$ cat config.mk
export PLATFORM = sky130hd
export DESIGN_NAME = ear_input
export DESIGN_NICKNAME = d
export VERILOG_FILES = /design/src/source/ear_input.sv
export SDC_FILE = /design/constraint.sdc
export NUM_CORES = 1
export LEC_CHECK = 0
export BUFFER_PORTS_ARGS = -buffer_cell sky130_fd_sc_hd__buf_2
export CORE_AREA = 2 2 39 41
export DETAILED_ROUTE_END_ITERATION = 8
export DIE_AREA = 0 0 41 43
export RECOVER_POWER = 100
export SLEW_MARGIN = 20
export SYNTH_ARGS = -nofsm -noshare
export SYNTH_HDL_FRONTEND = slang
export SYNTH_SLANG_ARGS = --single-unit
$ cat constraint.sdc
create_clock -name clk_sys -period 1.8 [get_ports clk_sys]
set_input_delay 0 -clock clk_sys [delete_from_list [all_inputs] [get_ports clk_sys]]
set_output_delay 0 -clock clk_sys [all_outputs]
set_load 0.005 [all_outputs]
$ cat src/source/ear_input.sv
// ear input conditioning

module ear_input (
	input  logic clk_sys,
	input  logic reset,
	input  logic ear_i,
	input  logic ce_slow_i,
	input  logic loading_i,
	output logic tape_in_o,
	output logic tape_led_o
);

	// two past samples, the live input is the third
	logic ear_z1;
	logic ear_z2;
	logic tape_bit;
	logic glitch;

	// middle sample differs from both neighbours
	assign glitch = (ear_z1 != ear_z2) & (ear_z1 != ear_i);

	// ========================================
	// sampler and pulse filter
	// ========================================

	always_ff @(posedge clk_sys) begin
		if (reset) begin
			ear_z1   <= 1'b0;
			ear_z2   <= 1'b0;
			tape_bit <= 1'b0;
		end else begin
			ear_z1 <= ear_i;
			ear_z2 <= ear_z1;
			// isolated middle sample is dropped
			tape_bit <= glitch ? ear_i : ear_z1;
		end
	end

	// led follows a stable high level, slow rate
	always_ff @(posedge clk_sys) begin
		if (reset) begin
			tape_led_o <= 1'b0;
		end else if (ce_slow_i) begin
			tape_led_o <= tape_bit & ear_z1 & ear_z2;
		end
	end

	// cpu reads inverted level, held low during fast load
	assign tape_in_o = loading_i ? 1'b0 : ~tape_bit;

endmodule

==> impl_summary.log, run 1 <==
[metrics] Mapped Area: 128 sq um
[metrics] final worst path period need: 729 ps
[metrics] Vias: 122
[metrics] max-slew violation count: 0
[metrics] timing-limited maximum frequency: 1370 MHz
[metrics] Filler Cell Count: 162
[metrics] cell depth of the worst hold path: 2
[metrics] die area: 1760 sq um
[metrics] Crit Reg-Reg Endpoint: tape_bit
[metrics] Post-Syn Area per Cell: 9.82 sq um
[metrics] TritonCTS clock tree: done
[metrics] antenna violations before repair: 0
[metrics] distinct cell type count of the synthesized netlist: 8
[metrics] number of synthesized register bits: 4
[metrics] total of buffers placed on input and output ports: 6
[metrics] ratio of cells with drive above 1 in the final layout: 26.1%
[metrics] unrepaired setup endpoints after global routing: no
[metrics] capturing element type of the critical path: output pin
[metrics] Slew HR: 89.3%
[metrics] standby leakage power: 0.0779 nW
[metrics] leading cell types in the layout, fill and taps excluded: sky130_fd_sc_hd__dfxtp_1 (4), sky130_fd_sc_hd__clkbuf_4 (3), sky130_fd_sc_hd__buf_2 (3), sky130_fd_sc_hd__clkbuf_1 (3)
[metrics] GP Congestion: 0.500
[metrics] Reg clk slew, reported paths: 40 ps
[metrics] portion of total power attributed to combinational logic: 5.5%
[metrics] share of total power in the clock network: 49.9%
[metrics] endpoint of the worst hold path: ear_z1
[metrics] design internal power: 174 uW
[metrics] clock insertion delay at the later pin of the skew report: 230 ps
[metrics] number of ports placed on the die boundary: 7
[metrics] Syn-to-layout area delta: 61.8%
[metrics] largest net degree at the start of global routing: 5
[metrics] Pre-antenna DRT Iters: 1
[metrics] number of instances in the placed design: 35
[metrics] critical path launch point type: flop
[metrics] Sequential Area: 80.1 sq um
[metrics] RR Startpoint: ear_z2
[metrics] kind of critical path: reg -> out
[metrics] GRT Resource Usage Total: 3.41%
[metrics] Die Width: 41 um
[metrics] multi-input gate area in the final layout: 47.5 sq um
[metrics] sum of overflow across all layers after global routing: 0
[metrics] power spent charging and discharging nets: 37.8 uW
[metrics] Die H: 43 um
[metrics] number of global-route vias before repair: 114
[metrics] core box area: 1380 sq um
[metrics] initial core utilization: 9.22%
[metrics] buffer depth of the longest clock path: 2
[metrics] total clock buffers created by CTS: 3
[metrics] # H-tree levels: 1
[metrics] CP Data Arrival Time: 730 ps
[metrics] Required @ worst endpoint: 1800 ps
[metrics] post-synthesis net count: 18
[metrics] final core utilization: 14.9%
[metrics] total count of hold-check failures in the final report: 0
[metrics] antenna diode count: 0
[metrics] worst hold path type: in -> reg
[metrics] cell count of the worst reg-to-reg path: 2
[metrics] Worst Hold Launch: ear_i
[metrics] post-synthesis instance total: 13
[metrics] pwr dens: 1020 nW/um^2
[metrics] Vias per Instance: 3.13
[metrics] proportion of synthesized chip area in sequential cells: 62.7%
[metrics] # DRC: 0
[metrics] Setup Buffers After CTS: 0
[metrics] Yosys warnings: 0
[metrics] number of setup violations in the final report: 0
[metrics] number of clock sinks: 4
[metrics] outcome: finished clean
[metrics] worst slew pin tran: 160 ps
[metrics] wire length of the first global-routing pass: 372 um
[metrics] final critical-path share of the clock period: 40.5%
[metrics] final-stage net count: 30
[metrics] initial DRC count: 0
[metrics] Power, Total: 211 uW
[metrics] routed length per instance: 6.00 um
[metrics] Clock Tree Root: sky130_fd_sc_hd__clkbuf_4
[metrics] Critical Path Fanout Max: 2
[metrics] # rows: 14
[metrics] sequential group share of total power: 44.5%
[metrics] worst clock skew: 0.204 ps
[metrics] routed wire length: 234 um
[metrics] maximum capacitance violations: 0
[metrics] Sw Share: 17.9%
[metrics] total negative slack: 0 ps
[metrics] final standard cell count with taps included and fillers excluded: 39
[metrics] commonest non-fill, non-tap cell in the layout: sky130_fd_sc_hd__dfxtp_1
[metrics] VDD IR max: 0.106 mV
[metrics] count of antenna-violating nets left after detailed routing: 0
[metrics] minimum setup slack among reg-to-reg paths: 1140 ps
final cells by class:
| cell class | instances | share of cell area, % |
|---|---|---|
| Timing Repair Buffer | 7 | 17.6 |
| Sequential cell | 4 | 38.8 |
| Multi-Input combinational cell | 9 | 23.0 |
| Clock buffer | 3 | 10.9 |
| Tap cell | 16 | 9.70 |
power by group through the flow:
| stage | sequential [mW] | combinational (mW) | clock, mW |
|---|---|---|---|
| 2_1_floorplan | 0.0950 | 0.00369 | 0 |
| 5_1_grt | 0.0945 | 0.0134 | 0.120 |
| 3_5_place_dp | 0.0955 | 0.0108 | 0 |
| 3_3_place_gp | 0.0955 | 0.0108 | 0 |
| 6_report | 0.0941 | 0.0117 | 0.106 |
| 4_1_cts | 0.0942 | 0.0125 | 0.114 |
metrics by stage:
stage                     hold WS [ps]  worst slack, ps  instance area [sq um]
after floorplan                   26.9             1180                    128
after global placement             210             1160                    178
after detailed placement           210             1150                    178
after CTS                         11.9             1060                    210
after global routing              40.3             1000                    206
final                             16.6             1070                    206
kinds of logic (layout without fill, tap and decap cells):
group	after synthesis	count (layout)	share of synthesized area (%)
and+or+nand+nor	6	6	25.5
buffers and inverters	0	10	0
DFF	4	4	62.7
AOI/OAI and AO/OA	3	3	11.8
Yosys cell counts:
| cell | instances | share of area, % |
|---|---|---|
| sky130_fd_sc_hd__dfxtp_1 | 4 | 63 |
| sky130_fd_sc_hd__o21ai_0 | 1 | 3.9 |
| sky130_fd_sc_hd__nand4_1 | 1 | 4.9 |
| sky130_fd_sc_hd__nand2b_1 | 1 | 4.9 |
| sky130_fd_sc_hd__a21oi_1 | 2 | 7.8 |
| sky130_fd_sc_hd__nor2b_1 | 2 | 9.8 |
| sky130_fd_sc_hd__nor2_1 | 1 | 2.9 |
| sky130_fd_sc_hd__nand2_1 | 1 | 2.9 |
registers in the layout (all words and copies together), names as in the netlist:
register / cells
tape_led_o: 1
ear_z2: 1
tape_bit: 1
ear_z1: 1
worst max-delay path, cell delays in order (launching register included):
cell and delay, ps:
sky130_fd_sc_hd__dfxtp_1 300, sky130_fd_sc_hd__nor2_1 90, sky130_fd_sc_hd__clkbuf_1 110
how the worst max path moves through the flow:
stage | start | end | slack [ps] | cells past startpoint
2_1_floorplan | ear_z2 | tape_bit | 1180 | 2
3_3_place_gp | ear_z2 | tape_bit | 1160 | 2
3_5_place_dp | ear_z2 | tape_bit | 1150 | 2
4_1_cts | tape_bit | tape_in_o | 1060 | 2
5_1_grt | tape_bit | tape_in_o | 1000 | 2
6_report | tape_bit | tape_in_o | 1070 | 2
metal layers:
layer  share of wire [%]  track usage, %
met1                  38            2.56
met3                 6.0               0
met5                   0               0
met4                   0            6.00
met2                  56            5.31
what timing repair did:
action | 4_1_cts | 5_1_grt
hold buffers | 1 | 0
gates resized for setup | 0 | 0
endpoints found under the hold margin | 4 | 0
Power figures use the tool's default switching activity.
==> inputs of run 2 (changes only) <==
==> constraint.sdc (replaced) <==
create_clock -name clk_sys -period 0.8 [get_ports clk_sys]
set_input_delay 0 -clock clk_sys [delete_from_list [all_inputs] [get_ports clk_sys]]
set_output_delay 0 -clock clk_sys [all_outputs]
set_load 0.005 [all_outputs]
==> impl_summary.log, run 2 (synthesized netlist as in run 1, its figures left out) <==
[metrics] total clock buffers created by CTS: 3 (unchanged)
[metrics] total negative slack: 0 ps (unchanged)
[metrics] Syn-to-layout area delta: 62.7%
[metrics] Pre-antenna DRT Iters: 2 (+1)
[metrics] peak per-stage delay on the critical path: 300 ps (about the same)
[metrics] total of buffers placed on input and output ports: 6 (unchanged)
[metrics] # rows: 14 (unchanged)
[metrics] largest net degree at the start of global routing: 5 (unchanged)
[metrics] Vias per Instance: 3.21 (+2.5%)
[metrics] # DRC: 0 (unchanged)
[metrics] final-stage net count: 30 (unchanged)
[metrics] capturing element type of the critical path: output pin
[metrics] maximum capacitance violations: 0 (unchanged)
[metrics] VDD IR max: 0.216 mV (+100%)
[metrics] sum of overflow across all layers after global routing: 0 (unchanged)
[metrics] number of global-route vias before repair: 134 (+18%)
[metrics] number of setup violations in the final report: 0 (unchanged)
[metrics] core box area: 1380 sq um (unchanged)
[metrics] initial DRC count: 1 (+1)
[metrics] kind of critical path: reg -> out
[metrics] total count of hold-check failures in the final report: 0 (unchanged)
[metrics] outcome: finished clean
[metrics] worst slew pin tran: 169 ps (+9.00 ps)
[metrics] final worst path period need: 718 ps
[metrics] leading cell types in the layout, fill and taps excluded: sky130_fd_sc_hd__dfxtp_1 (4), sky130_fd_sc_hd__buf_2 (4), sky130_fd_sc_hd__clkbuf_4 (3)
[metrics] Required @ worst endpoint: 800 ps (-1000 ps)
[metrics] worst clock skew: 2.03 ps (+1.82 ps)
[metrics] Clock Tree Root: sky130_fd_sc_hd__clkbuf_4
[metrics] # H-tree levels: 1 (unchanged)
[metrics] GRT met2 Usage: 5.94% (+0.62 points)
[metrics] Reg clk slew, reported paths: 40 ps (about the same)
[metrics] wire length of the first global-routing pass: 420 um (+13%)
[metrics] count of antenna-violating nets left after detailed routing: 0 (unchanged)
[metrics] met3 demand-to-capacity share in global routing: 0% (unchanged)
[metrics] max-slew violation count: 0 (unchanged)
[metrics] GP Congestion: 0.502 (+0.46%)
[metrics] Sequential Area: 80.1 sq um (unchanged)
[metrics] antenna violations before repair: 0 (unchanged)
[metrics] clock insertion delay at the later pin of the skew report: 230 ps (about the same)
[metrics] multi-input gate area in the final layout: 47.5 sq um (unchanged)
[metrics] Die H: 43 um (unchanged)
[metrics] cell-by-cell listing of the critical path: nor2_1, buf_2
[metrics] timing-limited maximum frequency: 1390 MHz
[metrics] initial core utilization: 9.22% (unchanged)
[metrics] final critical-path share of the clock period: 89.8%
[metrics] GR met1 Demand/Resource: 2.55% (-0.0081 points)
[metrics] pwr dens: 2340 nW/um^2 (+130%)
[metrics] critical path's slowest cell: sky130_fd_sc_hd__dfxtp_1
[metrics] antenna diode count: 0 (unchanged)
[metrics] die area: 1760 sq um (unchanged)
[metrics] worst hold path type: in -> reg
[metrics] standby leakage power: 0.0802 nW (+3.0%)
[metrics] Critical Path Fanout Max: 2 (unchanged)
[metrics] worst slack, placed: 139 ps (-1010 ps)
[metrics] Vias: 125 (+2.5%)
[metrics] GRT Resource Usage Total: 4.50% (+1.1 points)
[metrics] post-CTS resize count: 0 (unchanged)
[metrics] Slew HR: 88.7% (-0.60 points)
[metrics] number of instances in the placed design: 35 (unchanged)
[metrics] post-layout worst setup margin: 81.6 ps (-990 ps)
[metrics] unrepaired setup endpoints after global routing: no
[metrics] TritonCTS clock tree: done
[metrics] critical path launch point type: flop
[metrics] number of ports placed on the die boundary: 7 (unchanged)
[metrics] number of clock sinks: 4 (unchanged)
[metrics] routed wire length: 281 um (+20%)
[metrics] routed length per instance: 7.21 um (+20%)
[metrics] busiest layer in global routing: met4
[metrics] ratio of cells with drive above 1 in the final layout: 30.4% (+4.3 points)
[metrics] buffer depth of the longest clock path: 2 (unchanged)
[metrics] CP Data Arrival Time: 720 ps (about the same)
[metrics] Die Width: 41 um (unchanged)
[metrics] final standard cell count with taps included and fillers excluded: 39 (unchanged)
[metrics] Filler Cell Count: 159 (-1.9%)
run 2: cell types whose count changed in the layout (fill, tap and decap cells not counted):
cell / previous run / this run
sky130_fd_sc_hd__buf_2: 3 / 4
sky130_fd_sc_hd__clkbuf_1: 3 / 2
run 2: per-layer routing:
metal | part of all wire, % | up-vias
met5 | 0 | -
li1 | - | 64
met4 | 0 | 0
met2 | 53 | 4
met3 | 7.1 | 0
met1 | 40 | 57
run 2: worst paths after layout:
check            from        end  slack [ps]  cells after the start
max          tape_bit  tape_in_o          80                      2
min             ear_i     ear_z1          20                      2
max reg2reg    ear_z2   tape_bit         130                      2
min reg2reg    ear_z2   tape_bit         470                      2
run 2: metrics by stage:
stage                     hold slack (ps)  cell area [sq um]  util (%)  power, mW
after floorplan                      26.9                128         -      0.222
after global routing                 45.0                208      15.0      0.523
after detailed placement              211                178      12.8      0.240
after global placement                210                178      12.8      0.239
after CTS                            6.31                210      15.2      0.505
final                                17.6                208      15.0      0.487
run 2: report_power, final:
group / leakage [nW] / switching [mW] / internal, mW / total (mW)
Sequential: 0.0328 / 0.00400 / 0.208 / 0.212
Combinational: 0.0336 / 0.0108 / 0.0169 / 0.0277
Clock: 0.0138 / 0.0797 / 0.168 / 0.247
run 2: layout make-up:
| cell class | count | area share [%] |
|---|---|---|
| clock buffer | 3 | 10.8 |
| multi-input combinational | 9 | 22.9 |
| timing repair buffer | 7 | 18.1 |
| sequential | 4 | 38.6 |
| tap | 16 | 9.64 |
run 2: what timing repair did:
action,in CTS,in global routing
hold endpoints to repair,4,0
setup endpoints to repair,0,1
buffers inserted,0,0
hold buffers,1,0
run 2: critical path, delay by kind of cell (launching register included):
family,cells,cell delay [ps]
DFF,1,300
buffers and inverters,1,110
and+or+nand+nor,1,70
