--- config.mk ---
export PLATFORM = sky130hd
export DESIGN_NAME = load_trap
export DESIGN_NICKNAME = d
export VERILOG_FILES = /design/src/source/zx_tape_pkg.sv /design/src/source/load_trap.sv
export SDC_FILE = /design/constraint.sdc
export NUM_CORES = 1
export LEC_CHECK = 0
export ABC_AREA = 1
export ABC_CLOCK_PERIOD_IN_PS = 1700
export BUFFER_PORTS_ARGS = -buffer_cell sky130_fd_sc_hd__buf_2
export CAP_MARGIN = 20
export CORE_AREA = 2 2 39 41
export CTS_BUF_LIST = sky130_fd_sc_hd__clkbuf_4 sky130_fd_sc_hd__clkbuf_8
export CTS_CLUSTER_SIZE = 20
export DETAILED_ROUTE_END_ITERATION = 6
export DIE_AREA = 0 0 41 43
export PLACE_DENSITY = 0.66
export SLEW_MARGIN = 10
export SYNTH_ARGS = -nofsm -noshare
export SYNTH_HDL_FRONTEND = slang
export SYNTH_SLANG_ARGS = --single-unit
--- constraint.sdc ---
create_clock -name clk_sys -period 1.7 [get_ports clk_sys]
set_input_delay 0.51 -clock clk_sys [delete_from_list [all_inputs] [get_ports clk_sys]]
set_output_delay 0.51 -clock clk_sys [all_outputs]
set_load 0.01 [all_outputs]
--- src/source/zx_tape_pkg.sv ---
// tape loader shared constants

package zx_tape_pkg;

	// ========================================
	// widths
	// ========================================

	// tape buffer address, 16 KB image
	localparam int TAPE_AW = 14;
	// cpu bus
	localparam int ADDR_W = 16;
	localparam int BYTE_W = 8;
	// free running enable counter
	localparam int CE_DIV_W = 5;

	// ========================================
	// rom load routine
	// ========================================

	// entry address of the load routine, per model
	localparam logic [ADDR_W-1:0] TRAP_ZX81 = 16'h0347;
	localparam logic [ADDR_W-1:0] TRAP_ZX80 = 16'h0207;
	// first address past the routine
	localparam logic [ADDR_W-1:0] WIN_END_ZX81 = 16'h03C3;
	localparam logic [ADDR_W-1:0] WIN_END_ZX80 = 16'h024D;

	// ========================================
	// patch routine
	// ========================================

	localparam int PATCH_LEN = 7;
	// loop byte, nop keeps looping, scf exits
	localparam logic [BYTE_W-1:0] OP_NOP = 8'h00;
	localparam logic [BYTE_W-1:0] OP_SCF = 8'h37;
	// xor a / nop / jr nc,-3 / jp 0207h
	localparam logic [BYTE_W-1:0] PATCH_IMAGE [0:PATCH_LEN-1] = '{
		8'hAF, 8'h00, 8'h30, 8'hFD, 8'hC3, 8'h07, 8'h02
	};
	// low byte of the jump target
	localparam logic [BYTE_W-1:0] JMP_LO_ZX81 = 8'h07;
	localparam logic [BYTE_W-1:0] JMP_LO_ZX80 = 8'h03;

	// ram pointer preset, one below the first byte written
	// .p files skip the system variables below 4009h
	localparam logic [ADDR_W-1:0] RAM_PRE_P = 16'h4008;
	localparam logic [ADDR_W-1:0] RAM_PRE_O = 16'h3FFF;

endpackage

--- src/source/load_trap.sv ---
// load routine trap

module load_trap
	import zx_tape_pkg::*;
(
	input  logic              clk_sys,
	input  logic              reset,
	input  logic [ADDR_W-1:0] cpu_addr_i,
	input  logic              cpu_m1_n_i,
	input  logic              zx81_i,
	input  logic              tape_present_i,
	output logic              loading_o,
	output logic              load_start_o
);

	logic              m1_n_q;
	logic              fetch_start;
	logic              trap_hit;
	logic              win_exit;
	logic [ADDR_W-1:0] trap_addr;
	logic [ADDR_W-1:0] win_end;

	// ========================================
	// model select
	// ========================================

	assign trap_addr = zx81_i ? TRAP_ZX81 : TRAP_ZX80;
	assign win_end   = zx81_i ? WIN_END_ZX81 : WIN_END_ZX80;

	// opcode fetch begins on falling m1
	assign fetch_start = m1_n_q & ~cpu_m1_n_i;

	// entry into the load routine with a tape present
	// a running load is not restarted
	assign trap_hit = fetch_start & (cpu_addr_i == trap_addr)
		& tape_present_i & ~loading_o;

	// fetch anywhere outside the routine
	assign win_exit = fetch_start
		& ((cpu_addr_i < trap_addr) | (cpu_addr_i >= win_end));

	// ========================================
	// loading state
	// ========================================

	always_ff @(posedge clk_sys) begin
		if (reset) begin
			m1_n_q       <= 1'b1;
			loading_o    <= 1'b0;
			load_start_o <= 1'b0;
		end else begin
			m1_n_q <= cpu_m1_n_i;
			// start pulse lines up with the rise of loading
			load_start_o <= trap_hit;
			if (trap_hit) begin
				loading_o <= 1'b1;
			end else if (win_exit) begin
				loading_o <= 1'b0;
			end
		end
	end

endmodule

==> results of run 1 <==
cell families after synthesis:
logic type,after synthesis
DFF,3
and+or+nand+nor,39
adders and majority gates,6
AOI/OAI and AO/OA,2
buffers and inverters,16
registers in the layout (all words and copies together), names as in the netlist:
| name | flops |
|---|---|
| load_start_o | 1 |
| loading_o | 1 |
| m1_n_q | 1 |
per-stage QoR:
| stage | setup slack, ps | cells | utilization | hold slack, ps | power (mW) |
|---|---|---|---|---|---|
| after floorplan | 312.3 | 66 | - | 531.9 | 0.1144 |
| after global placement | 84.61 | 104 | 0.3626 | 526.4 | 0.1471 |
| after detailed placement | 91.89 | 104 | 0.3626 | 527.8 | 0.1488 |
| after CTS | 332.9 | 108 | 0.3843 | 463.8 | 0.2927 |
| after global routing | 198.2 | 108 | 0.3843 | 475.5 | 0.3142 |
| final | 337.4 | 108 | 0.3843 | 470.1 | 0.2858 |
tightest hold or removal path, delay by kind of cell:
family        cells  cell delay, ps
buf+inv           2             110
simple gates      1              40
how the worst min path moves through the flow:
stage          slack [ps]                endpoint
2_1_floorplan         530  loading_o$_SDFFE_PP0P_
4_1_cts               460       m1_n_q$_SDFF_PP1_
6_report              470       m1_n_q$_SDFF_PP1_
3_3_place_gp          530  loading_o$_SDFFE_PP0P_
5_1_grt               480       m1_n_q$_SDFF_PP1_
3_5_place_dp          530  loading_o$_SDFFE_PP0P_
power by group:
group          switching [mW]  total [mW]  internal (mW)
registers            0.000248      0.0723         0.0721
logic                  0.0381      0.0748         0.0367
clock network          0.0349       0.139          0.104
cell type report:
type / instances / area (sq um)
inverters: 16 / 60.06
flip-flops and latches: 3 / 60.06
well taps: 16 / 20.02
repair buffers: 22 / 110.1
multi-input cells: 47 / 251.5
fillers: 161 / 852.1
clock buffers: 4 / 30.03
routing by layer:
layer  GRT usage  part of all wire  routed length [um]
met4     0.02000                 0                   0
met1      0.1401              0.48                 390
met5           0                 0                   0
met3     0.04712             0.068                  55
met2      0.1781              0.45                 362
cell usage in the layout (no fill, tap or decap):
| cell type | count |
|---|---|
| a21o_1 | 1 |
| and2_1 | 1 |
| buf_2 | 22 |
| clkbuf_4 | 4 |
| dfxtp_1 | 3 |
| ha_1 | 6 |
| inv_1 | 16 |
| nand2_1 | 22 |
| nand3_1 | 2 |
| nand4_1 | 1 |
| nor2_1 | 10 |
| nor4_1 | 2 |
| o21bai_1 | 1 |
| or2_0 | 1 |
==> metrics.cfg, run 1 <==
[floorplan]
start_util = 0.2685
io-pin-count = 23
fp.dieH_um = 43
num_rows = 14
die_area_sq_um = 1763
die_w_um = 41
coreArea_sq_um = 1384

[worst_setup_path]
cp_num_buf_inv = 2
timing.critical_path.from = zx81_i
r2r_slack_ps = 770
reg2reg_depth = 4
r2r-start = m1_n_q$_SDFF_PP1_
critPathCaptureType = register
crit_top_cell = nand2_1
crit_family = simple AND/OR/NAND/NOR gates
r2r-end = loading_o$_SDFFE_PP0P_
required_ps = 1820
critPathMaxStageDelay_ps = 260
cp.depth = 11
cp_slowest_cell = ha_1
cp_max_fo = 4
cp_cell_sequence = buf_2 -> inv_1 -> ha_1 -> nand2_1 -> nor2_1 -> nor2_1 -> nand2_1 -> nand3_1 -> nand2_1 -> nand2_1 -> nand2_1
path_class = in -> reg
crit_end = loading_o$_SDFFE_PP0P_
cp-start-kind = input pin
worstPathArrival_ps = 1480

[yosys]
syn_avg_cell_area_sq_um = 5.630
yosysUniqueCellTypes = 12
synth-seq-cells = 3
ys_top_cells_by_area = nand2_1 22%, ha_1 20%, dfxtp_1 16%
yosysTopAreaCell = nand2_1
synthesis.nets = 93
yosys.area_share.simple = 0.4343
synthXorXnorAreaFrac = 0
synthAdderAreaFrac = 0.2020
yosys.area.top_type_share = 0.2222
synth_mux_area_frac = 0
synth_flop_cell = dfxtp_1
ys_seq_area_frac = 0.1616
async_flop_share = 0
ys_warn_count = 0
synth_top_family_by_area = simple AND/OR/NAND/NOR gates
syn_inst = 66
synth_edf_count = 0
synth.most_common_cell = nand2_1
yosys-top-cells-count = 22 x nand2_1, 16 x inv_1, 10 x nor2_1
synth-compound-area-share = 0.04040
synthesis.area_sq_um = 371.6

[clock_tree]
tritoncts = done
htreeDepth = 1
cts.hold.buffers_added = 0
cts_buffers = 3
clock-sinks = 3
postCtsSetupBuffers = 0
clk_root_buffer_cell = clkbuf_4
clk_pin_slew_ps = 40
clkLatencyLatePin_ps = 230
cts_resized = 0
clock_path_buffers = 2

[worst_hold_path]
hold_depth = 3
hold_class = in -> reg
min_from = cpu_m1_n_i

[place]
place_area_sq_um = 501.7
place.gp.congestion = 0.7480
hpwlAfterDp_um = 720.8
place.port_buffers = 22

[timing]
finalCritPeriodShare = 0.8016
hold_viol_final = 0
skew_ps = 0.7804
rsz0062_at_grt = no
setup_violations = 0
tightest_slew_ps = 278.5
max_freq_mhz = 733.9
min_period_ps = 1363
fin_setup_tns_ps = 0
slew-limit-headroom = 0.8126
slew_viol_final = 0

[final_layout]
final_area_sq_um = 531.8
num-nets-final = 120
area_delta_synth_final_pct = 43.10
drive_gt1_frac = 0.2826
diodes = 0

[grt]
grt_pass1_vias = 386
overflow = 0
grt_first_pass_wirelength_um = 1407
grtUsageTotal = 0.1131
antenna_found_initial = 0
grt_start_max_net_pins = 5

[outcome]
status = finished, final reports clean

[job]
cap_violations = 0

[routing]
drt-initial-drc-count = 1
drc = 0
vias = 438
ant_nets = 0
wl_per_cell_um = 7.472
viasPerCell = 4.056
drtPass1Iterations = 2
drt_wl_total_um = 807

[power]
p_leak_nw = 0.3554
power_density_nw_per_um2 = 537.4
ir_worst_vdd_v = 0.0003089

No activity file was read; power rests on OpenSTA's default activity.
==> inputs of run 2 (changes only) <==
--- a/config.mk
+++ b/config.mk
@@ -6,7 +6,7 @@
 export NUM_CORES = 1
 export LEC_CHECK = 0
 export ABC_AREA = 1
-export ABC_CLOCK_PERIOD_IN_PS = 1700
+export ABC_CLOCK_PERIOD_IN_PS = 1300
 export BUFFER_PORTS_ARGS = -buffer_cell sky130_fd_sc_hd__buf_2
 export CAP_MARGIN = 20
 export CORE_AREA = 2 2 39 41
==> constraint.sdc (replaced) <==
create_clock -name clk_sys -period 1.3 [get_ports clk_sys]
set_input_delay 0.39 -clock clk_sys [delete_from_list [all_inputs] [get_ports clk_sys]]
set_output_delay 0.39 -clock clk_sys [all_outputs]
set_load 0.01 [all_outputs]
==> run 2 against run 1 <==
  * Sequential power up 31%
  * Final area grew 10%
  * Clock-buffer cell count is the same
  * Sequential share of layout area decreased by 1.0 points
  * Critical path depth unchanged
  * Largest power group unchanged
  * Worst hold slack worse by 130 ps
  * Utilization is 3.9 points higher
  * Final cell count grew 3.7%
==> metrics.cfg, run 2 (synthesized netlist as in run 1, its figures left out) <==
[outcome]
status = finished, final reports clean

[clock_tree]
cts_buffers = 3  ; unchanged
htreeDepth = 1  ; unchanged
clk_pin_slew_ps = 40  ; about the same
clock_path_buffers = 2  ; unchanged
clock-sinks = 3  ; unchanged
postCtsSetupBuffers = 0  ; unchanged
cts.hold.buffers_added = 0  ; unchanged
tritoncts = done
clkLatencyLatePin_ps = 230  ; about the same
cts_resized = 0  ; unchanged
clk_root_buffer_cell = clkbuf_4

[power]
p_leak_nw = 0.3741  ; +5.3%
ir_worst_vdd_v = 0.0003908  ; +27%
power_mw = 0.3930  ; +38%
power_density_nw_per_um2 = 671.2  ; +25%

[worst_setup_path]
cp_cell_sequence = buf_4 -> inv_2 -> ha_1 -> nand2_1 -> nor2_1 -> nor2_1 -> nand2_1 -> nand3_1 -> nand2_1 -> nand2_1 -> nand2_1
cp_max_fo = 4  ; unchanged
cp_num_buf_inv = 2  ; unchanged
worstPathArrival_ps = 1320  ; -160 ps
path_class = in -> reg
critPathCaptureType = register
cp-start-kind = input pin
crit_family = simple AND/OR/NAND/NOR gates
crit_top_cell = nand2_1
cp_slowest_cell = ha_1
critPathMaxStageDelay_ps = 250  ; about the same
required_ps = 1430  ; -390 ps

[place]
place.gp.congestion = 0.7890  ; +5.5%
pre_cts_ws_ps = -197.0  ; -288.9 ps
place.port_buffers = 22  ; unchanged
hpwlAfterDp_um = 726.5  ; +0.79%

[grt]
overflow = 0  ; unchanged
grtUsageMet1 = 0.1529  ; +0.01274
grtUsageTotal = 0.1241  ; +0.01101
met3_usage = 0.04712  ; unchanged
grt_first_pass_wirelength_um = 1524  ; +8.3%
grt_pass1_vias = 427  ; +11%
antenna_found_initial = 0  ; unchanged
busiest_layer = met2
grt_start_max_net_pins = 5  ; unchanged
grt_use_met2 = 0.1906  ; +0.01250

[job]
cap_violations = 0  ; unchanged

[floorplan]
die_area_sq_um = 1763  ; unchanged
start_util = 0.2685  ; unchanged
coreArea_sq_um = 1384  ; unchanged
io-pin-count = 23  ; unchanged
fp.dieH_um = 43  ; unchanged
die_w_um = 41  ; unchanged
num_rows = 14  ; unchanged

[final_layout]
final_cell_mix = 22 x nand2_1, 21 x buf_2, 15 x inv_1, 9 x nor2_1
num-nets-final = 124  ; +3.3%
drive_gt1_frac = 0.3542  ; +0.07156
diodes = 0  ; unchanged
layout_commonest_cell = nand2_1
area_delta_synth_final_pct = 57.58
largest_registers = load_start_o: 1 flops, loading_o: 1 flops, m1_n_q: 1 flops

[timing]
hold_viol_final = 0  ; unchanged
skew_ps = 1.289  ; +0.5087 ps
slew_viol_final = 0  ; unchanged
finalCritPeriodShare = 0.9194
min_period_ps = 1195
slew-limit-headroom = 0.8236  ; +0.01093
tightest_slew_ps = 262.2  ; -16.25 ps
rsz0062_at_grt = no
setup_slack_ps = 104.8  ; -232.6 ps
max_freq_mhz = 836.7
setup_violations = 0  ; unchanged

[routing]
wl_per_cell_um = 7.464  ; -0.11%
ant_nets = 0  ; unchanged
drc = 0  ; unchanged
drtPass1Iterations = 2  ; unchanged
drt-initial-drc-count = 2  ; +1
vias = 451  ; +3.0%
viasPerCell = 4.027  ; -0.71%
drt_wl_total_um = 836  ; +3.6%

[worst_hold_path]
hold_class = in -> reg

[run 2: worst paths after layout]
kind,from,end,slack [ps],cells past startpoint
max,zx81_i,loading_o$_SDFFE_PP0P_,100,11
min,cpu_m1_n_i,m1_n_q$_SDFF_PP1_,340,3
max reg2reg,m1_n_q$_SDFF_PP1_,loading_o$_SDFFE_PP0P_,390,4
min reg2reg,loading_o$_SDFFE_PP0P_,loading_o$_SDFFE_PP0P_,530,4
[run 2: worst register-to-register path, cell delays in order, from the launching register on]
cell	delay [ps]
dfxtp_1	300
nand2_1	70
nor4_1	260
nand4_1	150
nand2_1	90
[run 2: power by group]
| part | internal, mW | switching (mW) |
|---|---|---|
| logic | 0.0579 | 0.0550 |
| clock network | 0.136 | 0.0495 |
| registers | 0.0942 | 0.000401 |
[run 2: metrics by stage]
| stage | setup TNS [ps] | hold slack [ps] | instance area (sq um) | util | cells |
|---|---|---|---|---|---|
| floorplan | 0 | 486.6 | 371.6 | - | 66 |
| global placement | -262.2 | 526.1 | 531.8 | 0.3843 | 108 |
| detailed placement | -327.3 | 532.1 | 531.8 | 0.3843 | 108 |
| CTS | 0 | 331.3 | 561.8 | 0.4060 | 112 |
| global route | 0 | 353.3 | 585.6 | 0.4231 | 112 |
| finish | 0 | 339.0 | 585.6 | 0.4231 | 112 |
[run 2: final cells by class]
class | count | area [sq um]
Clock buffer | 4 | 30.03
Fill cell | 159 | 798.3
Inverter | 16 | 60.06
Multi-Input combinational cell | 47 | 272.8
Sequential cell | 3 | 60.06
Tap cell | 16 | 20.02
Timing Repair Buffer | 26 | 142.6
[run 2: per-layer routing]
layer,routed length [um],up-vias
li1,-,257
met1,387,181
met2,384,13
met3,63,0
met4,0,0
met5,0,-
