==> src/source/zx_tape_pkg.sv <==
// tape loader shared constants

package zx_tape_pkg;

	// ========================================
	// widths
	// ========================================

	// tape buffer address, 16 KB image
	localparam int TAPE_AW = 14;
	// cpu bus
	localparam int ADDR_W = 16;
	localparam int BYTE_W = 8;
	// free running enable counter
	localparam int CE_DIV_W = 5;

	// ========================================
	// rom load routine
	// ========================================

	// entry address of the load routine, per model
	localparam logic [ADDR_W-1:0] TRAP_ZX81 = 16'h0347;
	localparam logic [ADDR_W-1:0] TRAP_ZX80 = 16'h0207;
	// first address past the routine
	localparam logic [ADDR_W-1:0] WIN_END_ZX81 = 16'h03C3;
	localparam logic [ADDR_W-1:0] WIN_END_ZX80 = 16'h024D;

	// ========================================
	// patch routine
	// ========================================

	localparam int PATCH_LEN = 7;
	// loop byte, nop keeps looping, scf exits
	localparam logic [BYTE_W-1:0] OP_NOP = 8'h00;
	localparam logic [BYTE_W-1:0] OP_SCF = 8'h37;
	// xor a / nop / jr nc,-3 / jp 0207h
	localparam logic [BYTE_W-1:0] PATCH_IMAGE [0:PATCH_LEN-1] = '{
		8'hAF, 8'h00, 8'h30, 8'hFD, 8'hC3, 8'h07, 8'h02
	};
	// low byte of the jump target
	localparam logic [BYTE_W-1:0] JMP_LO_ZX81 = 8'h07;
	localparam logic [BYTE_W-1:0] JMP_LO_ZX80 = 8'h03;

	// ram pointer preset, one below the first byte written
	// .p files skip the system variables below 4009h
	localparam logic [ADDR_W-1:0] RAM_PRE_P = 16'h4008;
	localparam logic [ADDR_W-1:0] RAM_PRE_O = 16'h3FFF;

endpackage

==> src/source/ce_gen.sv <==
// clock enable generator

module ce_gen
	import zx_tape_pkg::*;
(
	input  logic clk_sys,
	input  logic reset,
	output logic ce_cpu_o,
	output logic ce_slow_o
);

	// free running divider
	logic [CE_DIV_W-1:0] div_cnt;

	always_ff @(posedge clk_sys) begin
		if (reset) begin
			div_cnt   <= '0;
			ce_cpu_o  <= 1'b0;
			ce_slow_o <= 1'b0;
		end else begin
			div_cnt <= div_cnt + 1'b1;
			// cpu enable, low four bits at zero
			// one pulse per 16 clocks
			ce_cpu_o <= (div_cnt[3:0] == 4'd0);
			// whole counter at zero, every 32 clocks
			ce_slow_o <= (div_cnt == '0);
		end
	end

endmodule

==> config.mk <==
export PLATFORM = sky130hd
export DESIGN_NAME = ce_gen
export DESIGN_NICKNAME = d
export VERILOG_FILES = /design/src/source/zx_tape_pkg.sv /design/src/source/ce_gen.sv
export SDC_FILE = /design/constraint.sdc
export NUM_CORES = 1
export LEC_CHECK = 0
export BUFFER_PORTS_ARGS = -buffer_cell sky130_fd_sc_hd__buf_2
export CORE_AREA = 2 2 39 41
export DETAILED_ROUTE_END_ITERATION = 6
export DIE_AREA = 0 0 41 43
export GPL_ROUTABILITY_DRIVEN = 0
export PLACE_DENSITY = 0.38
export REMOVE_ABC_BUFFERS = 1
export SYNTH_ARGS = -nofsm -noshare
export SYNTH_HDL_FRONTEND = slang
export SYNTH_SLANG_ARGS = --single-unit
==> constraint.sdc <==
create_clock -name clk_sys -period 1.2 [get_ports clk_sys]
set_input_delay 0.18 -clock clk_sys [delete_from_list [all_inputs] [get_ports clk_sys]]
set_output_delay 0.18 -clock clk_sys [all_outputs]
set_load 0.02 [all_outputs]
==> metrics.txt, run 1 <==
outcome=completed; Die X=about 41 microns; final WL=about 400 microns; # rows=14; die height=about 43 microns; Synth area leaders=dfxtp_1 (51%), ha_1 (9.2%), mux2_2 (8.3%); clk_lat worst skew=240 ps; max-cap viol count=0; largest net degree at the start of global routing=9; CP peak stage delay=340 ps; Nets=37; Initial Util=roughly a fifth; CTS clk-pin slew, worst paths=~50 ps; vias in the first global route=144; PostCTS Resize Cnt=0; clock tree buffer depth=2; Max-slew headroom=between 80 and 90%; IO Port Bufs=3; Max H-tree Level=1; library cells used by synthesis=11; Setup TNS Final=0 ps; gr usage total=6.23%; register area share after synthesis=51.4%; slowest cell on the critical path=dfxtp_1; Hold Path Class=input port to flop; Arr. time, crit path=between 1000 and 1500 ps; die footprint=between 0.0015 and 0.002 sq mm; post-CTS setup buffers=0; Core ar.=0.00138 sq mm; DRT antenna net count=0; layout cell share with drive strength beyond 1=a little under a third; clock skew=0.273 ps; TritonCTS buffer count=3; Post-Syn Area=273 sq um; top cell type's share of synthesized area=between 50 and 60%; CTS Sinks=7; worst path cell trace=ha_1 > nand3_1 > mux2_2; hold buffer count at cts=0; Syn Area/Cell=10.9 sq um; Req. time, crit path=1330 ps; biggest area consumer among synthesized cells=dfxtp_1; vias after detailed routing=approximately 180; vias per inst=3.67; Final HPWL DP=298 microns; endpoints failing hold=0; gr ovfl total=0; Worst setup EP type=flop; delay-heaviest family, CP=flip-flops; fmax=slightly above 900 MHz; antenna cell count=0; worst vdd ir=0.000574 V; Pwr Density=roughly 1500 mW/mm^2; Crit Path Max Fanout=4; Syn-to-layout area delta=22.5%; Yosys warnings=0; first-pass GRT wire length=627 microns; WL/cell=8.33 microns; Worst Path Buf+Inv=0; crit path kind=flop to flop; Critical Path Start Type=flop; minimum clock period=1100 ps; Final Max Slew Viols=0; Mapped Cells=25; Final Cycle Share=roughly nine tenths; Initial DRC Count=0; Least-Margin Pin Slew=226 ps; first drt pass iteration count=1; Tot Pwr=roughly 0.52 mW; Root Buffer=clkbuf_4; leak pwr=around 0.15 nW; num ports=4; # DRC=0; TritonCTS clock tree=done; RSZ-0062 raised after global routing=no; setup violators final=0; initial antenna violation count=0; Synth Register Bits=7
==> synthesized netlist by cell type <==
library cell / count
mux2_2: 2
nor2_1: 4
nor4b_2: 1
and2b_2: 1
xnor2_1: 1
nand3_1: 2
nor2b_1: 2
and2b_1: 1
inv_1: 2
dfxtp_1: 7
ha_1: 2
==> flip-flops by register name, summed over array words and instances (netlist names) <==
register   cells
div_cnt        5
ce_cpu_o       1
ce_slow_o      1
==> layer usage <==
metal / track usage (%) / share of wire (%)
met3: 4.71 / 7.2
met2: 5.94 / 45
met5: 0 / 0
met4: 8.00 / 3.3
met1: 7.10 / 44
==> cell usage in the layout (no fill, tap or decap), types with 2 or more instances in the layout <==
cell type / netlist / final
buf_2: 0 / 3
clkbuf_4: 0 / 3
dfxtp_1: 7 / 7
ha_1: 2 / 2
inv_1: 2 / 2
mux2_2: 2 / 2
nand3_1: 2 / 2
nor2_1: 4 / 4
nor2b_1: 2 / 2
==> metrics by stage <==
stage | hold slack, ps | area [sq um] | instances | util [%] | setup slack, ps
finish | 198 | 334 | 48 | 24.1 | 99.1
CTS | 186 | 334 | 48 | 24.1 | 95.8
global route | 214 | 334 | 48 | 24.1 | 36.0
global placement | 450 | 308 | 44 | 22.2 | 119
detailed placement | 451 | 308 | 44 | 22.2 | 103
floorplan | 247 | 273 | 25 | - | 156
==> area by class of cell <==
class | instances | area (sq um)
Multi-Input combinational cell | 16 | 125
Fill cell | 147 | 1050
Sequential cell | 7 | 140
Tap cell | 16 | 20.0
Clock buffer | 4 | 26.3
Inverter | 2 | 7.51
Timing Repair Buffer | 3 | 15.0
==> report_power, final <==
group          total (mW)  internal [mW]  switching (mW)
combinational      0.0460         0.0216          0.0244
clock               0.210          0.127          0.0837
sequential          0.259          0.248          0.0108
total               0.516          0.397           0.119
==> logic make-up after synthesis <==
group,count (synthesis),share of synthesized area (%)
adder cells (fa/ha/maj),2,9.17
flip-flops,7,51.4
buffers and inverters,2,2.75
XOR/XNOR,1,3.21
multiplexers,2,8.26
AND/OR/NAND/NOR,11,25.2
==> worst paths after layout <==
path                                 to                   from  depth (start not counted)  slack (ps)
setup reg to reg  div_cnt[4]$_SDFF_PP0_  div_cnt[0]$_SDFF_PP0_                          3         100
hold / removal    div_cnt[0]$_SDFF_PP0_                  reset                          2         200
hold reg to reg   div_cnt[0]$_SDFF_PP0_  div_cnt[0]$_SDFF_PP0_                          1         470
setup / recovery  div_cnt[4]$_SDFF_PP0_  div_cnt[0]$_SDFF_PP0_                          3         100
Note: power is estimated with default switching activity, not from simulation.
==> run 2: changes to the inputs <==
--- a/config.mk
+++ b/config.mk
@@ -5,6 +5,7 @@
 export SDC_FILE = /design/constraint.sdc
 export NUM_CORES = 1
 export LEC_CHECK = 0
+export ABC_AREA = 1
 export BUFFER_PORTS_ARGS = -buffer_cell sky130_fd_sc_hd__buf_2
 export CORE_AREA = 2 2 39 41
 export DETAILED_ROUTE_END_ITERATION = 6
==> metrics.txt, run 2 <==
library cells used by synthesis=11; Core ar.=between 0.001 and 0.0015 sq mm; commonest non-fill, non-tap cells in the layout=nor2_1 (7), dfxtp_1 (7), inv_1 (6); Post-synth ARST share=0%; Req. time, crit path=roughly 1400 ps; Synth Register Bits=7; clk_lat worst skew=250 ps; vias in the first global route=200; biggest area consumer among synthesized cells=dfxtp_1; worst setup path startpoint=div_cnt[0]$_SDFF_PP0_; max reg flops=5; Max H-tree Level=1; layout cell share with drive strength beyond 1=around 20%; worst reg2reg path startpoint=div_cnt[0]$_SDFF_PP0_; outcome=completed; reg2reg end=div_cnt[4]$_SDFF_PP0_; Nets=45; Mapped Cells=33; post-CTS setup buffers=0; WL/cell=7.39 microns; min-delay src=reset; number of synthesized flops with an enable pin=0; Hold Path Class=input port to flop; # rows=14; Root Buffer=clkbuf_4; antenna cell count=0; minimum clock period=between 900 and 1000 ps; largest net degree at the start of global routing=8; IO Port Bufs=3; pre-CTS WS=~240 ps; CTS Sinks=7; RSZ-0062 raised after global routing=no; first drt pass iteration count=1; Final Cycle Share=between 70% and 80%; crit path to=div_cnt[4]$_SDFF_PP0_; # DRC=0; die footprint=0.00176 sq mm; hold buffer count at cts=0; Syn-to-layout area delta=22.4%; Yosys warnings=0; DRT antenna net count=0; post-route worst setup slack=246 ps; initial antenna violation count=0; Initial DRC Count=0; first-pass GRT wire length=696 microns; Max-slew headroom=86.7%; vias after detailed routing=around 220; Post-Syn Area=274 sq um; TritonCTS buffer count=3; setup slack, reg-to-reg=between 200 and 250 ps; Synth area leaders=dfxtp_1 (51%), nor2_1 (9.6%), ha_1 (9.1%); clock skew=1.25 ps; gr usage total=roughly 6.2%; CTS clk-pin slew, worst paths=approximately 50 ps; num ports=4; most common library cells after synthesis=dfxtp_1 (7), nor2_1 (7), inv_1 (6); Final Max Slew Viols=0; PostCTS Resize Cnt=0; FF-to-FF path depth=5; Post-Synth Adder-Cell Area=a little under a tenth; Post-Synth Simple-Gate Area=28.3%; Least-Margin Pin Slew=between 150 and 200 ps; Syn Area/Cell=8.30 sq um; Biggest register=div_cnt; die height=43 microns; final WL=414 microns; Final HPWL DP=322 microns; fmax=1050 MHz; register area share after synthesis=51.1%; Synth Area in XOR/XNOR=3.20%; Die X=41 microns; leak pwr=0.156 nW; Crit Path Max Fanout=4; Critical Path Start Type=flop; multiplexer share of the synthesized area=0%; crit path kind=flop to flop; Setup TNS Final=0 ps; vias per inst=3.86; Synth Area in Compound Gates=0%; endpoints failing hold=0; Initial Util=19.8%; largest family of logic cells by synthesized area=simple AND/OR/NAND/NOR gates; gr ovfl total=0; Worst setup EP type=flop; top cell type's share of synthesized area=51.1%; TritonCTS clock tree=done; setup violators final=0; Main synth FF type=dfxtp_1; worst vdd ir=0.000492 V; clock tree buffer depth=2; Top Registers=div_cnt: 5 flops, ce_cpu_o: 1 flops, ce_slow_o: 1 flops; max-cap viol count=0; Pwr Density=1550 mW/mm^2; Arr. time, crit path=1140 ps
[run 2: changes by cell type in the layout (fill, tap and decap cells not counted), sizes merged, moves of 2 or more]
cell / delta
nand2: +5
nor2b: -2
mux2: -2
inv: +4
nor2: +4
and2b: -2
[run 2: cell families after synthesis]
kind of cell,count (synthesis)
adder cells (fa/ha/maj),2
XOR/XNOR,1
flip-flops,7
AND/OR/NAND/NOR,17
buffers and inverters,6
[run 2: critical path, stage by stage (launching register included)]
cell and delay (ps):
dfxtp_1 390, ha_1 230, nand3_1 90, nand2_1 60, nand2_1 60, nor2_2 70
[run 2: worst min-delay path by stage]
stage | endpoint | cells after the start
after floorplan | div_cnt[0]$_SDFF_PP0_ | 1
after global placement | div_cnt[4]$_SDFF_PP0_ | 2
after detailed placement | ce_slow_o$_SDFF_PP0_ | 1
after CTS | div_cnt[4]$_SDFF_PP0_ | 2
after global routing | div_cnt[4]$_SDFF_PP0_ | 2
final | div_cnt[4]$_SDFF_PP0_ | 2
[run 2: power breakdown]
group	internal, mW	switching (mW)
Combinational	0.0193	0.0300
Sequential	0.249	0.0115
Clock	0.127	0.0848
[run 2: final cells by class]
type | instances | area, sq um
Fill cell | 159 | 1050
Tap cell | 16 | 20.0
Inverter | 6 | 22.5
Timing Repair Buffer | 3 | 15.0
Multi-Input combinational cell | 20 | 111
Clock buffer | 4 | 26.3
Sequential cell | 7 | 140
[run 2: stage by stage]
step / hold WS (ps) / util, % / cell area, sq um / cells / power [mW]
2_1_floorplan: 247 / - / 274 / 33 / 0.297
3_3_place_gp: 439 / 22.3 / 309 / 52 / 0.312
3_5_place_dp: 436 / 22.3 / 309 / 52 / 0.316
4_1_cts: 182 / 24.2 / 335 / 56 / 0.531
5_1_grt: 194 / 24.2 / 335 / 56 / 0.552
6_report: 185 / 24.2 / 335 / 56 / 0.521
[run 2: per-layer routing]
layer	part of all wire (%)	global-route usage, %
met5	0	0
met4	2.4	6.00
met3	4.1	3.14
met2	51	8.75
met1	42	6.17
==> run 3: changes to the inputs <==
==> constraint.sdc (replaced) <==
create_clock -name clk_sys -period 0.9 [get_ports clk_sys]
set_input_delay 0.135 -clock clk_sys [delete_from_list [all_inputs] [get_ports clk_sys]]
set_output_delay 0.135 -clock clk_sys [all_outputs]
set_load 0.02 [all_outputs]
==> metrics.txt, run 3 (synthesized netlist as in run 2, its figures left out) <==
commonest non-fill, non-tap cells in the layout=nor2_1 (7), inv_1 (6), nand2_1 (5), dfxtp_1 (5); Metal-1 WL=185 microns; vias after detailed routing=219; worst vdd ir=0.000737 V; Worst setup EP type=flop; Non-Filler Instances=58; FILL cells=157; max-cap viol count=0; fmax=1140 MHz; Pwr Density=1960 mW/mm^2; minimum clock period=around 900 ps; Tot Pwr=roughly 0.7 mW; first drt pass iteration count=2; TritonCTS clock tree=done; clk_lat worst skew=around 240 ps; gr ovfl total=0; Req. time, crit path=1080 ps; DR WL met2=~210 microns; worst reg2reg path startpoint=div_cnt[0]$_SDFF_PP0_; layout cell share with drive strength beyond 1=between 30% and 40%; Final Max Slew Viols=0; Root Buffer=clkbuf_4; die height=43 microns; vias in the first global route=~200; num ports=4; WL/cell=7.24 microns; Arr. time, crit path=around 1100 ps; Least-Margin Pin Slew=212 ps; initial antenna violation count=0; Final Cycle Share=97.6%; Crit Path Max Fanout=4; endpoints failing hold=0; Core ar.=0.00138 sq mm; final WL=420 microns; Initial Util=19.8%; Initial DRC Count=2; top layer in use=met4; Syn-to-layout area delta=29.7%; Final HPWL DP=337 microns; met3 wire len=17 microns; TritonCTS buffer count=3; DRT antenna net count=0; gr usage total=6.65%; Max H-tree Level=1; die footprint=0.00176 sq mm; Top Registers=div_cnt: 5 flops, ce_cpu_o: 1 flops, ce_slow_o: 1 flops; min-delay src=reset; worst setup path startpoint=div_cnt[0]$_SDFF_PP0_; commonest non-fill, non-tap cell in the layout=nor2_1; Setup TNS Final=0 ps; CTS Sinks=7; Min Hold Slack=150 ps; clock skew=around 0.60 ps; IO Port Bufs=3; Biggest register=div_cnt; clock tree buffer depth=2; Placed Cells=54; setup violators final=0; Nets=47; crit path kind=flop to flop; leak pwr=between 0.15 and 0.2 nW; largest net degree at the start of global routing=8; Max-slew headroom=85.8%; vias per inst=3.78; antenna cell count=0; CTS clk-pin slew, worst paths=50 ps; max reg flops=5; Critical Path Start Type=flop; Hold Path Class=input port to flop; outcome=completed; Die X=41 microns; # DRC=0; Final Util=25.7%; RSZ-0062 raised after global routing=yes; # rows=14; first-pass GRT wire length=between 700 and 800 microns
## run 3: routing by layer
metal	global-route usage (%)	vias up
met5	0	-
met4	6.00	0
met3	3.14	2
met2	9.38	2
met1	6.84	96
li1	-	119
## run 3: final timing paths
| check | to | cells after the start | slack (ps) |
|---|---|---|---|
| setup / recovery | div_cnt[4]$_SDFF_PP0_ | 5 | 20 |
| hold reg to reg | div_cnt[0]$_SDFF_PP0_ | 1 | 440 |
| setup reg to reg | div_cnt[4]$_SDFF_PP0_ | 5 | 20 |
| hold / removal | div_cnt[0]$_SDFF_PP0_ | 2 | 150 |
## run 3: report_power, final
group	leakage (nW)	internal (mW)	switching, mW
registers	0.0581	0.334	0.0148
clock network	0.0150	0.168	0.102
logic	0.0917	0.0352	0.0434
total	0.165	0.537	0.160
## run 3: area by class of cell
class                   count  area [sq um]  area share [%]
multi-input cells          20           114            32.0
clock buffers               4          26.3            7.39
well taps                  16          20.0            5.63
repair buffers              5          30.0            8.45
flip-flops and latches      7           143            40.1
inverters                   6          22.5            6.34
## run 3: worst max-delay path, cell delays in order (launching register included)
cell	delay (ps)
dfxtp_2	350
ha_2	200
nand3_1	80
nand2_1	60
nand2_1	60
nor2_2	70
## run 3: what timing repair did
action / 4_1_cts / 5_1_grt
endpoints found under the setup margin: 2 / 4
hold endpoints to repair: 0 / 0
gates resized for setup: 2 / 1
pin swaps: 0 / 2
hold buffers: 0 / 0
setup buffers: 0 / 0
gates cloned: 0 / 0
## run 3: per-stage QoR
stage | worst slack [ps] | instance area, sq um
3_5_place_dp | -32.3 | 324
3_3_place_gp | -11.6 | 324
2_1_floorplan | 24.2 | 274
5_1_grt | -43.4 | 355
4_1_cts | 0.732 | 354
6_report | 21.8 | 355
